`src/hw/fcpu_params.svh`:
```
`ifndef FCPU_PARAMS_SVH
`define FCPU_PARAMS_SVH

// widths and depths shared by the back end

`define FCPU_DATA_W     32
`define FCPU_REG_ADDR_W 4   // 16 architectural registers
`define FCPU_RSV_ID_W   3   // rob tag width
`define FCPU_ROB_DEPTH  8   // must equal 2 ** FCPU_RSV_ID_W
`define FCPU_IMM_W      16

`define FCPU_N_REGS (2 ** `FCPU_REG_ADDR_W)

`endif

```
`src/hw/fcpu_pkg.sv`:
```
`include "fcpu_params.svh"

package fcpu_pkg;

   typedef enum logic [2:0] {
      op_add,
      op_sub,
      op_and,
      op_or,
      op_xor,
      op_addi,   // rs1 plus sign-extended imm
      op_li      // rd takes sign-extended imm
   } opcode_e;

   typedef enum logic [1:0] {
      rob_free,
      rob_busy,  // issued, result not back yet
      rob_done
   } rob_state_e;

   typedef struct packed {
      opcode_e                     op;
      logic [`FCPU_REG_ADDR_W-1:0] rd;
      logic [`FCPU_REG_ADDR_W-1:0] rs1;
      logic [`FCPU_REG_ADDR_W-1:0] rs2;
      logic [`FCPU_IMM_W-1:0]      imm;
   } instr_t;

   typedef struct packed {
      opcode_e                   op;
      logic [`FCPU_RSV_ID_W-1:0] tag;
      logic [`FCPU_DATA_W-1:0]   a;
      logic [`FCPU_DATA_W-1:0]   b;
      logic [`FCPU_IMM_W-1:0]    imm;
   } issue_t;

   typedef struct packed {
      logic                      valid;
      logic [`FCPU_RSV_ID_W-1:0] tag;
      logic [`FCPU_DATA_W-1:0]   data;
   } result_t;

   typedef struct packed {
      logic [`FCPU_REG_ADDR_W-1:0] rd;
      logic [`FCPU_RSV_ID_W-1:0]   tag;
      logic [`FCPU_DATA_W-1:0]     data;
   } commit_t;

   typedef struct packed {
      logic [`FCPU_DATA_W-1:0]   data;
      logic [`FCPU_RSV_ID_W-1:0] tag;
      logic                      filled;  // low while a tag owns the register
   } rd_port_t;

endpackage

```
`src/hw/dispatch_unit.sv`:
```
`include "fcpu_params.svh"

module dispatch_unit (
   input  logic                               clk,
   input  logic                               nrst,
   input  logic                               flush,
   input  logic                               instr_valid,
   input  fcpu_pkg::instr_t                   instr,
   output logic                               instr_ready,
   output logic [2:0][`FCPU_REG_ADDR_W-1:0]   rd_addrs,
   input  fcpu_pkg::rd_port_t [2:0]           rd_data,
   input  logic                               rob_full,
   input  logic [`FCPU_RSV_ID_W-1:0]          alloc_tag,
   output logic                               alloc,
   output logic                               rsv,
   output logic [`FCPU_RSV_ID_W-1:0]          rsv_tag,
   output logic                               issue_valid,
   output fcpu_pkg::issue_t                   issue
);

   import fcpu_pkg::*;

   logic use_rs1;
   logic use_rs2;
   logic src_ok;
   logic accept;

   assign rd_addrs[0] = instr.rs1;
   assign rd_addrs[1] = instr.rs2;
   assign rd_addrs[2] = instr.rd;  // destination port

   always_comb begin
      case (instr.op)
         op_li: begin
            use_rs1 = 1'b0;
            use_rs2 = 1'b0;
         end
         op_addi: begin
            use_rs1 = 1'b1;
            use_rs2 = 1'b0;
         end
         default: begin
            use_rs1 = 1'b1;
            use_rs2 = 1'b1;
         end
      endcase
   end

   // sources must hold their retired value, there is no forwarding path
   assign src_ok = (!use_rs1 || rd_data[0].filled) && (!use_rs2 || rd_data[1].filled);

   assign instr_ready = src_ok && !rob_full && !flush;
   assign accept      = instr_valid && instr_ready;

   assign alloc   = accept;
   assign rsv     = accept;
   assign rsv_tag = alloc_tag;

   always_ff @(posedge clk) begin
      if (nrst) begin
         issue_valid <= 1'b0;
      end else begin
         issue_valid <= accept;
      end
   end

   always_ff @(posedge clk) begin
      if (accept) begin
         issue <= '{op: instr.op, tag: alloc_tag, a: rd_data[0].data,
                    b: rd_data[1].data, imm: instr.imm};
      end
   end

endmodule

```
`src/hw/fcpu_core.sv`:
```
`include "fcpu_params.svh"

module fcpu_core (
   input  logic              clk,
   input  logic              nrst,
   input  logic              instr_valid,
   input  fcpu_pkg::instr_t  instr,
   output logic              instr_ready,
   input  logic              branch_miss,
   input  logic              commit_hold,
   output logic              commit_valid,
   output fcpu_pkg::commit_t commit
);

   import fcpu_pkg::*;

   logic [2:0][`FCPU_REG_ADDR_W-1:0] rd_addrs;
   rd_port_t [2:0]                   rd_data;
   logic                             rsv;
   logic [`FCPU_RSV_ID_W-1:0]        rsv_tag;
   logic                             alloc;
   logic [`FCPU_RSV_ID_W-1:0]        alloc_tag;
   logic                             rob_full;
   logic                             issue_valid;
   issue_t                           issue;
   result_t                          result;
   logic                             rf_flush;

   dispatch_unit u_dispatch (
      .clk, .nrst, .flush(branch_miss), .instr_valid, .instr, .instr_ready,
      .rd_addrs, .rd_data, .rob_full, .alloc_tag, .alloc, .rsv, .rsv_tag,
      .issue_valid, .issue
   );

   register_file #(.N_RD_PORTS(3)) u_regs (
      .clk, .nrst, .flush(rf_flush), .rsv, .rsv_tag, .commit_valid, .commit,
      .rd_addrs, .rd_data
   );

   int_alu u_alu (
      .clk, .nrst, .flush(branch_miss), .issue_valid, .issue, .result
   );

   reorder_buffer u_rob (
      .clk, .nrst, .flush(branch_miss), .commit_hold, .alloc,
      .alloc_rd(rd_addrs[2]),  // destination of the accepted instruction
      .alloc_tag, .rob_full, .result, .commit_valid, .commit, .flush_out(rf_flush)
   );

endmodule

```
`src/hw/int_alu.sv`:
```
`include "fcpu_params.svh"

module int_alu (
   input  logic              clk,
   input  logic              nrst,
   input  logic              flush,
   input  logic              issue_valid,
   input  fcpu_pkg::issue_t  issue,
   output fcpu_pkg::result_t result
);

   import fcpu_pkg::*;

   logic [`FCPU_DATA_W-1:0]   imm_ext;
   logic [`FCPU_DATA_W-1:0]   alu_out;
   logic                      valid_q;
   logic [`FCPU_RSV_ID_W-1:0] tag_q;
   logic [`FCPU_DATA_W-1:0]   data_q;

   assign imm_ext = {{(`FCPU_DATA_W - `FCPU_IMM_W){issue.imm[`FCPU_IMM_W-1]}}, issue.imm};

   always_comb begin
      case (issue.op)
         op_add:  alu_out = issue.a + issue.b;
         op_sub:  alu_out = issue.a - issue.b;
         op_and:  alu_out = issue.a & issue.b;
         op_or:   alu_out = issue.a | issue.b;
         op_xor:  alu_out = issue.a ^ issue.b;
         op_addi: alu_out = issue.a + imm_ext;
         op_li:   alu_out = imm_ext;
         default: alu_out = '0;
      endcase
   end

   always_ff @(posedge clk) begin
      if (nrst || flush) begin  // a result in flight on a miss is dropped
         valid_q <= 1'b0;
      end else begin
         valid_q <= issue_valid;
      end
   end

   always_ff @(posedge clk) begin
      if (issue_valid) begin
         tag_q  <= issue.tag;
         data_q <= alu_out;
      end
   end

   assign result = '{valid: valid_q, tag: tag_q, data: data_q};

endmodule

```
`src/hw/register_file.sv`:
```
`include "fcpu_params.svh"

module register_file #(
   parameter int N_RD_PORTS = 3
) (
   input  logic                                        clk,
   input  logic                                        nrst,
   input  logic                                        flush,
   input  logic                                        rsv,
   input  logic [`FCPU_RSV_ID_W-1:0]                   rsv_tag,
   input  logic                                        commit_valid,
   input  fcpu_pkg::commit_t                           commit,
   input  logic [N_RD_PORTS-1:0][`FCPU_REG_ADDR_W-1:0] rd_addrs,
   output fcpu_pkg::rd_port_t [N_RD_PORTS-1:0]         rd_data
);

   localparam int N_REGS   = `FCPU_N_REGS;
   localparam int DST_PORT = 2;  // last port names the destination

   logic [N_REGS-1:0][`FCPU_DATA_W-1:0]   regs_q;
   logic [N_REGS-1:0][`FCPU_RSV_ID_W-1:0] tag_q;
   logic [N_REGS-1:0][`FCPU_RSV_ID_W-1:0] tag_d;
   logic [N_REGS-1:0]                     filled_q;
   logic [N_REGS-1:0]                     filled_d;
   logic [`FCPU_REG_ADDR_W-1:0]           dst;
   logic                                  owner_match;

   assign dst = rd_addrs[DST_PORT];

   // only the newest writer of a register may mark it filled again
   assign owner_match = commit_valid && !filled_q[commit.rd]
                        && (tag_q[commit.rd] == commit.tag);

   always_comb begin
      for (int i = 0; i < N_RD_PORTS; i++) begin
         rd_data[i] = '{
            data:   regs_q[rd_addrs[i]],
            tag:    tag_q[rd_addrs[i]],
            filled: filled_q[rd_addrs[i]]
         };
      end
   end

   always_comb begin
      tag_d    = tag_q;
      filled_d = filled_q;
      if (owner_match) begin
         tag_d[commit.rd]    = '0;
         filled_d[commit.rd] = 1'b1;
      end
      if (rsv) begin  // applied last so a reservation beats a retirement
         tag_d[dst]    = rsv_tag;
         filled_d[dst] = 1'b0;
      end
   end

   always_ff @(posedge clk) begin
      if (nrst) begin
         tag_q    <= '0;
         filled_q <= '1;
      end else if (flush) begin  // nothing in flight survives a miss
         tag_q    <= '0;
         filled_q <= '1;
      end else begin
         tag_q    <= tag_d;
         filled_q <= filled_d;
      end
   end

   // retirement is in program order, so the data always takes the last retired value
   always_ff @(posedge clk) begin
      if (nrst) begin
         regs_q <= '0;
      end else if (commit_valid) begin
         regs_q[commit.rd] <= commit.data;
      end
   end

   // dispatch must not reserve while the rob is being emptied
   a_no_rsv_on_flush : assert property (
      @(posedge clk) disable iff (nrst)
      rsv |-> !flush
   ) else $error("register_file: reservation in a flush cycle");

endmodule

```
`src/hw/reorder_buffer.sv`:
```
`include "fcpu_params.svh"

module reorder_buffer (
   input  logic                        clk,
   input  logic                        nrst,
   input  logic                        flush,
   input  logic                        commit_hold,
   input  logic                        alloc,
   input  logic [`FCPU_REG_ADDR_W-1:0] alloc_rd,
   output logic [`FCPU_RSV_ID_W-1:0]   alloc_tag,
   output logic                        rob_full,
   input  fcpu_pkg::result_t           result,
   output logic                        commit_valid,
   output fcpu_pkg::commit_t           commit,
   output logic                        flush_out
);

   import fcpu_pkg::*;

   localparam int DEPTH = `FCPU_ROB_DEPTH;

   rob_state_e                  state_q [DEPTH];
   logic [`FCPU_REG_ADDR_W-1:0] rd_q    [DEPTH];
   logic [`FCPU_DATA_W-1:0]     data_q  [DEPTH];
   logic [`FCPU_RSV_ID_W-1:0]   head_q;
   logic [`FCPU_RSV_ID_W-1:0]   tail_q;
   logic [`FCPU_RSV_ID_W:0]     count_q;
   logic                        retire;

   assign flush_out = flush;
   assign alloc_tag = tail_q;  // the tag is simply the entry index
   assign rob_full  = (count_q == DEPTH[`FCPU_RSV_ID_W:0]);

   // the head retires once its result is back and it is neither held nor squashed
   assign retire = (state_q[head_q] == rob_done) && !commit_hold && !flush;

   assign commit_valid = retire;
   assign commit       = '{rd: rd_q[head_q], tag: head_q, data: data_q[head_q]};

   always_ff @(posedge clk) begin
      if (nrst || flush) begin
         head_q  <= '0;
         tail_q  <= '0;
         count_q <= '0;
         for (int i = 0; i < DEPTH; i++) begin
            state_q[i] <= rob_free;
         end
      end else begin
         if (result.valid) begin
            state_q[result.tag] <= rob_done;
         end
         if (retire) begin
            state_q[head_q] <= rob_free;
            head_q          <= head_q + 1'b1;
         end
         if (alloc) begin
            state_q[tail_q] <= rob_busy;
            tail_q          <= tail_q + 1'b1;
         end
         case ({alloc, retire})
            2'b10:   count_q <= count_q + 1'b1;
            2'b01:   count_q <= count_q - 1'b1;
            default: count_q <= count_q;
         endcase
      end
   end

   always_ff @(posedge clk) begin
      if (alloc) begin
         rd_q[tail_q] <= alloc_rd;
      end
      if (result.valid) begin
         data_q[result.tag] <= result.data;
      end
   end

   // dispatch has to see rob_full before it allocates
   a_no_alloc_full : assert property (
      @(posedge clk) disable iff (nrst)
      alloc |-> !rob_full
   ) else $error("reorder_buffer: allocation while full");

   // the alu may only answer entries that are still waiting
   a_result_to_busy : assert property (
      @(posedge clk) disable iff (nrst)
      result.valid |-> (state_q[result.tag] == rob_busy)
   ) else $error("reorder_buffer: result for an entry that is not busy");

endmodule

```
`config.mk`:
```
export PLATFORM = sky130hd
export DESIGN_NAME = fcpu_core
export DESIGN_NICKNAME = d
export VERILOG_FILES = /design/src/hw/fcpu_pkg.sv /design/src/hw/dispatch_unit.sv /design/src/hw/fcpu_core.sv /design/src/hw/int_alu.sv /design/src/hw/register_file.sv /design/src/hw/reorder_buffer.sv
export VERILOG_INCLUDE_DIRS = /design/src /design/src/hw
export SDC_FILE = /design/constraint.sdc
export NUM_CORES = 2
export LEC_CHECK = 0
export BUFFER_PORTS_ARGS = -buffer_cell sky130_fd_sc_hd__buf_2
export CAP_MARGIN = 20
export CORE_ASPECT_RATIO = 0.75
export CORE_UTILIZATION = 45
export DETAILED_ROUTE_END_ITERATION = 8
export PLACE_DENSITY_LB_ADDON = 0.05
export SLEW_MARGIN = 15
export SYNTH_ARGS = -nofsm -noshare
export SYNTH_HDL_FRONTEND = slang
export SYNTH_SLANG_ARGS = --single-unit
```
`constraint.sdc`:
```
create_clock -name clk -period 4.2 [get_ports clk]
set_input_delay 0.84 -clock clk [delete_from_list [all_inputs] [get_ports clk]]
set_output_delay 0.84 -clock clk [all_outputs]
set_load 0.05 [all_outputs]
```
==> run_results.csv <==
group,metric,value,unit
synthesis,avgSynthCellArea,11.9,µm²
synthesis,synth.net_count,4278,
synthesis,synth-main-ff-cell,"dfxtp_1",
timing,max_freq,240,MHz
route,first_pass_iters,7,
timing,drv_slew,0,
setup_path,worst_path_max_delay_cell,"or4_4",
clock_network,clk_path_buf_depth,3,
global_routing,overflow,0,
global_routing,grt_max_degree,182,
setup_path,path_cells,"or4_4 -> nor3_2 -> buf_4 -> nand4_1 -> or4_4 -> nor4_4 -> mux2i_1 -> o21ai_1 -> ha_1 -> buf_4 -> and3_4 -> a311oi_2 -> xor2_1 -> a221oi_2",
route,vias,34500,
power_and_ir_drop,leakagePower,0.0184,µW
timing,min_period,4160,ps
setup_path,critical_path_class,"reg -> reg",
synthesis,synth_compound_area_frac,0.137,
setup_path,r2r-start,"u_dispatch.issue[25]",
clock_network,htree_levels,3,
timing,timing.hold.ws,312,ps
cells_and_area,area_delta_synth_final,14.8,%
route,drtIter0Drc,3169,
synthesis,yosysTopAreaCellShare,0.251,
route,wl,147000,µm
setup_path,cp-start-kind,"register",
die,die_w,383,µm
setup_path,critPathCaptureType,"register",
setup_path,required,4620,ps
setup_path,crit_family,"simple AND/OR/NAND/NOR gates",
setup_path,r2r_setup_slack,40,ps
outcome,violations,"design-rule violations",
route,drc_errors,2,
clock_network,cts_tree,"built",
cells_and_area,layout-drive-gt1-share,0.244,
synthesis,ys_ff_latch,1016,
synthesis,yosys-top-cells-area,"edfxtp_1, dfxtp_1, mux4_2",
die,coreArea,0.108,mm²
synthesis,synth_adder_area_share,0.0294,
setup_path,timing.rr.end,"u_alu.data_q[30]",
placement,hpwl,94100,µm
synthesis,yosys.area_share.simple,0.0924,
outcome,status,"complete, but fails checks",
synthesis,syn_inst,4128,
synthesis,yosys.area_share.xor_xnor,0.00697,
timing,fin_crit_sh,0.991,
clock_network,clkSinkCount,1016,
synthesis,synth.most_common_cell,"nor2_1",
synthesis,synth_area_leader_cell,"edfxtp_1",
timing,skew,29.4,ps
clock_network,clock_tree.root_cell,"clkbuf_16",
synthesis,synth_commonest_cells,"nor2_1, dfxtp_1, a211oi_1",
route,ant_nets,0,
global_routing,antenna_found_initial,12,
placement,io_buffer_count,76,
global_routing,grt_usage,0.267,
synthesis,synth_edf_count,409,
hold_path,hold_end,"u_dispatch.issue[1]",
placement,placed_area,0.0524,mm²
placement,place.gp.congestion,0.880,
die,io_pins,77,
die,dieArea,0.110,mm²
timing,worstMarginPinSlew,1130,ps
hold_path,holdCritStartpoint,"instr[1]",
route,via_per_inst,6.04,
synthesis,synth_cell_types,72,
setup_path,r2r_cells,14,
route,routedWlPerCell,25.8,µm
synthesis,synthMuxAreaShare,0.196,
clock_network,path_clk_slew,60,ps
synthesis,yosysWarnings,0,
synthesis,async_reset_ff_frac,0,
timing,rsz0062_at_grt,"true",
setup_path,crit_path_max_incr_delay,600,ps
placement,post-place-cells,5511,
timing,setup_viol,0,
power_and_ir_drop,power.density_cell_area,370,mW/mm²
cells_and_area,final_cell_area,0.0562,mm²
run,drv_cap,0,
hold_path,whs_path_depth,1,
setup_path,cp_num_buf_inv,2,
die,die_h,288,µm
power_and_ir_drop,ir_worst_vdd,335,µV
global_routing,grt_pass1_vias,32800,
setup_path,arrival,4590,ps
synthesis,synth_top_family_by_area,"multiplexers",
synthesis,netlist_area,0.0490,mm²
timing,slew_headroom,0.249,
die,initial_core_util,0.455,
global_routing,grt_pass1_wl,220000,µm
cells_and_area,fin_cells,5707,
clock_network,cts_made_buffers,102,
hold_path,hold_path.class,"in -> reg",
cells_and_area,nets,4343,
setup_path,crit_cells,14,
timing,hold_viol_final,0,
setup_path,crit_fanout,5,
die,placementRows,104,
clock_network,clk_latency,710,ps
synthesis,seq_area_frac_synth,0.499,
==> worst max-delay path by stage <==
stage / from / endpoint / slack, ps
final: u_dispatch.issue[25] / u_alu.data_q[30] / 40
after global routing: u_dispatch.issue[17] / u_alu.data_q[28] / -170
after CTS: u_dispatch.issue[17] / u_alu.data_q[30] / -20
after detailed placement: u_dispatch.issue[16] / u_alu.data_q[30] / -180
after global placement: u_dispatch.issue[16] / u_alu.data_q[28] / -80
after floorplan: instr[16] / u_rob.count_q[3] / 40
==> metrics by stage <==
stage | TNS (ps) | total power (µW) | setup WS, ps | util
after floorplan | 0 | 11300 | 39.7 | -
after global placement | -227 | 11700 | -80.0 | 0.487
after detailed placement | -506 | 11700 | -180 | 0.487
after CTS | -24.3 | 20900 | -24.3 | 0.519
after global routing | -697 | 21500 | -168 | 0.522
final | 0 | 20800 | 36.8 | 0.522
==> metal layers <==
metal,wire length [µm],vias to the layer above,global-route usage
met3,8390,212,0.0435
met4,5080,10,0.0899
li1,-,16000,-
met2,66800,962,0.407
met5,68,-,0
met1,67100,17200,0.388
==> kinds of logic (layout without fill, tap and decap cells) <==
| group | after synthesis | in the layout |
|---|---|---|
| buffers and inverters | 510 | 657 |
| DFF | 1016 | 1016 |
| and+or+nand+nor | 1021 | 1021 |
| other | 0 | 1 |
| AOI/OAI and AO/OA | 966 | 966 |
| xor gates and xnor gates | 39 | 39 |
| adders and majority gates | 114 | 114 |
| muxes | 462 | 462 |
==> report_power, final <==
group	internal (µW)	switching, µW
Sequential	10300	58.9
Clock	5280	3990
Combinational	449	764
Total	16000	4820
==> cell usage in the layout (no fill, tap or decap), drive strengths merged, types with 12 or more instances in the layout <==
cell    synthesis  final
and3           13     13
a31oi          15     15
xnor2          20     20
xor2           19     19
nor4           26     26
o22ai          54     54
ha            112    112
a211oi        547    547
dfxtp         607    607
a21oi         130    130
nand3         114    114
a21o           12     12
nand2b         16     16
mux2i          56     56
nor3           36     36
edfxtp        409    409
mux4          398    398
o211ai         12     12
buf            82    331
clkinv          3     36
nand2          91     91
nor2          633    633
clkbuf        288    140
inv           137    142
o31a           16     16
o21ai         101    101
or3            23     23
==> timing repair <==
action                     4_1_cts  5_1_grt
gates resized for setup         21       63
setup endpoints to repair       22       16
pin swaps                        6       37
hold buffers                     0        0
setup buffers                    0        8
==> flip-flops by register name, summed over array words and instances (netlist names), named ones only <==
name and cells:
u_alu.data_q 32, u_alu.tag_q 3, u_alu.valid_q 1, u_dispatch.issue 86, u_dispatch.issue_valid 1, u_regs.filled_q 16
u_regs.regs_q 512, u_regs.tag_q 48, u_rob.alloc_tag 3, u_rob.count_q 4, u_rob.data_q 256, u_rob.head_q 3
u_rob.rd_q 32, u_rob.state_q 16
==> cell type report <==
class / instances / area, µm²
Inverter: 140 / 533
Multi-Input combinational cell: 2602 / 23300
Tap cell: 1431 / 1790
Timing Repair Buffer: 331 / 2800
Fill cell: 9358 / 51400
Antenna cell: 1 / 2.50
Clock inverter: 46 / 400
Clock buffer: 140 / 2960
Sequential cell: 1016 / 24400
No activity file was read; power rests on OpenSTA's default activity.
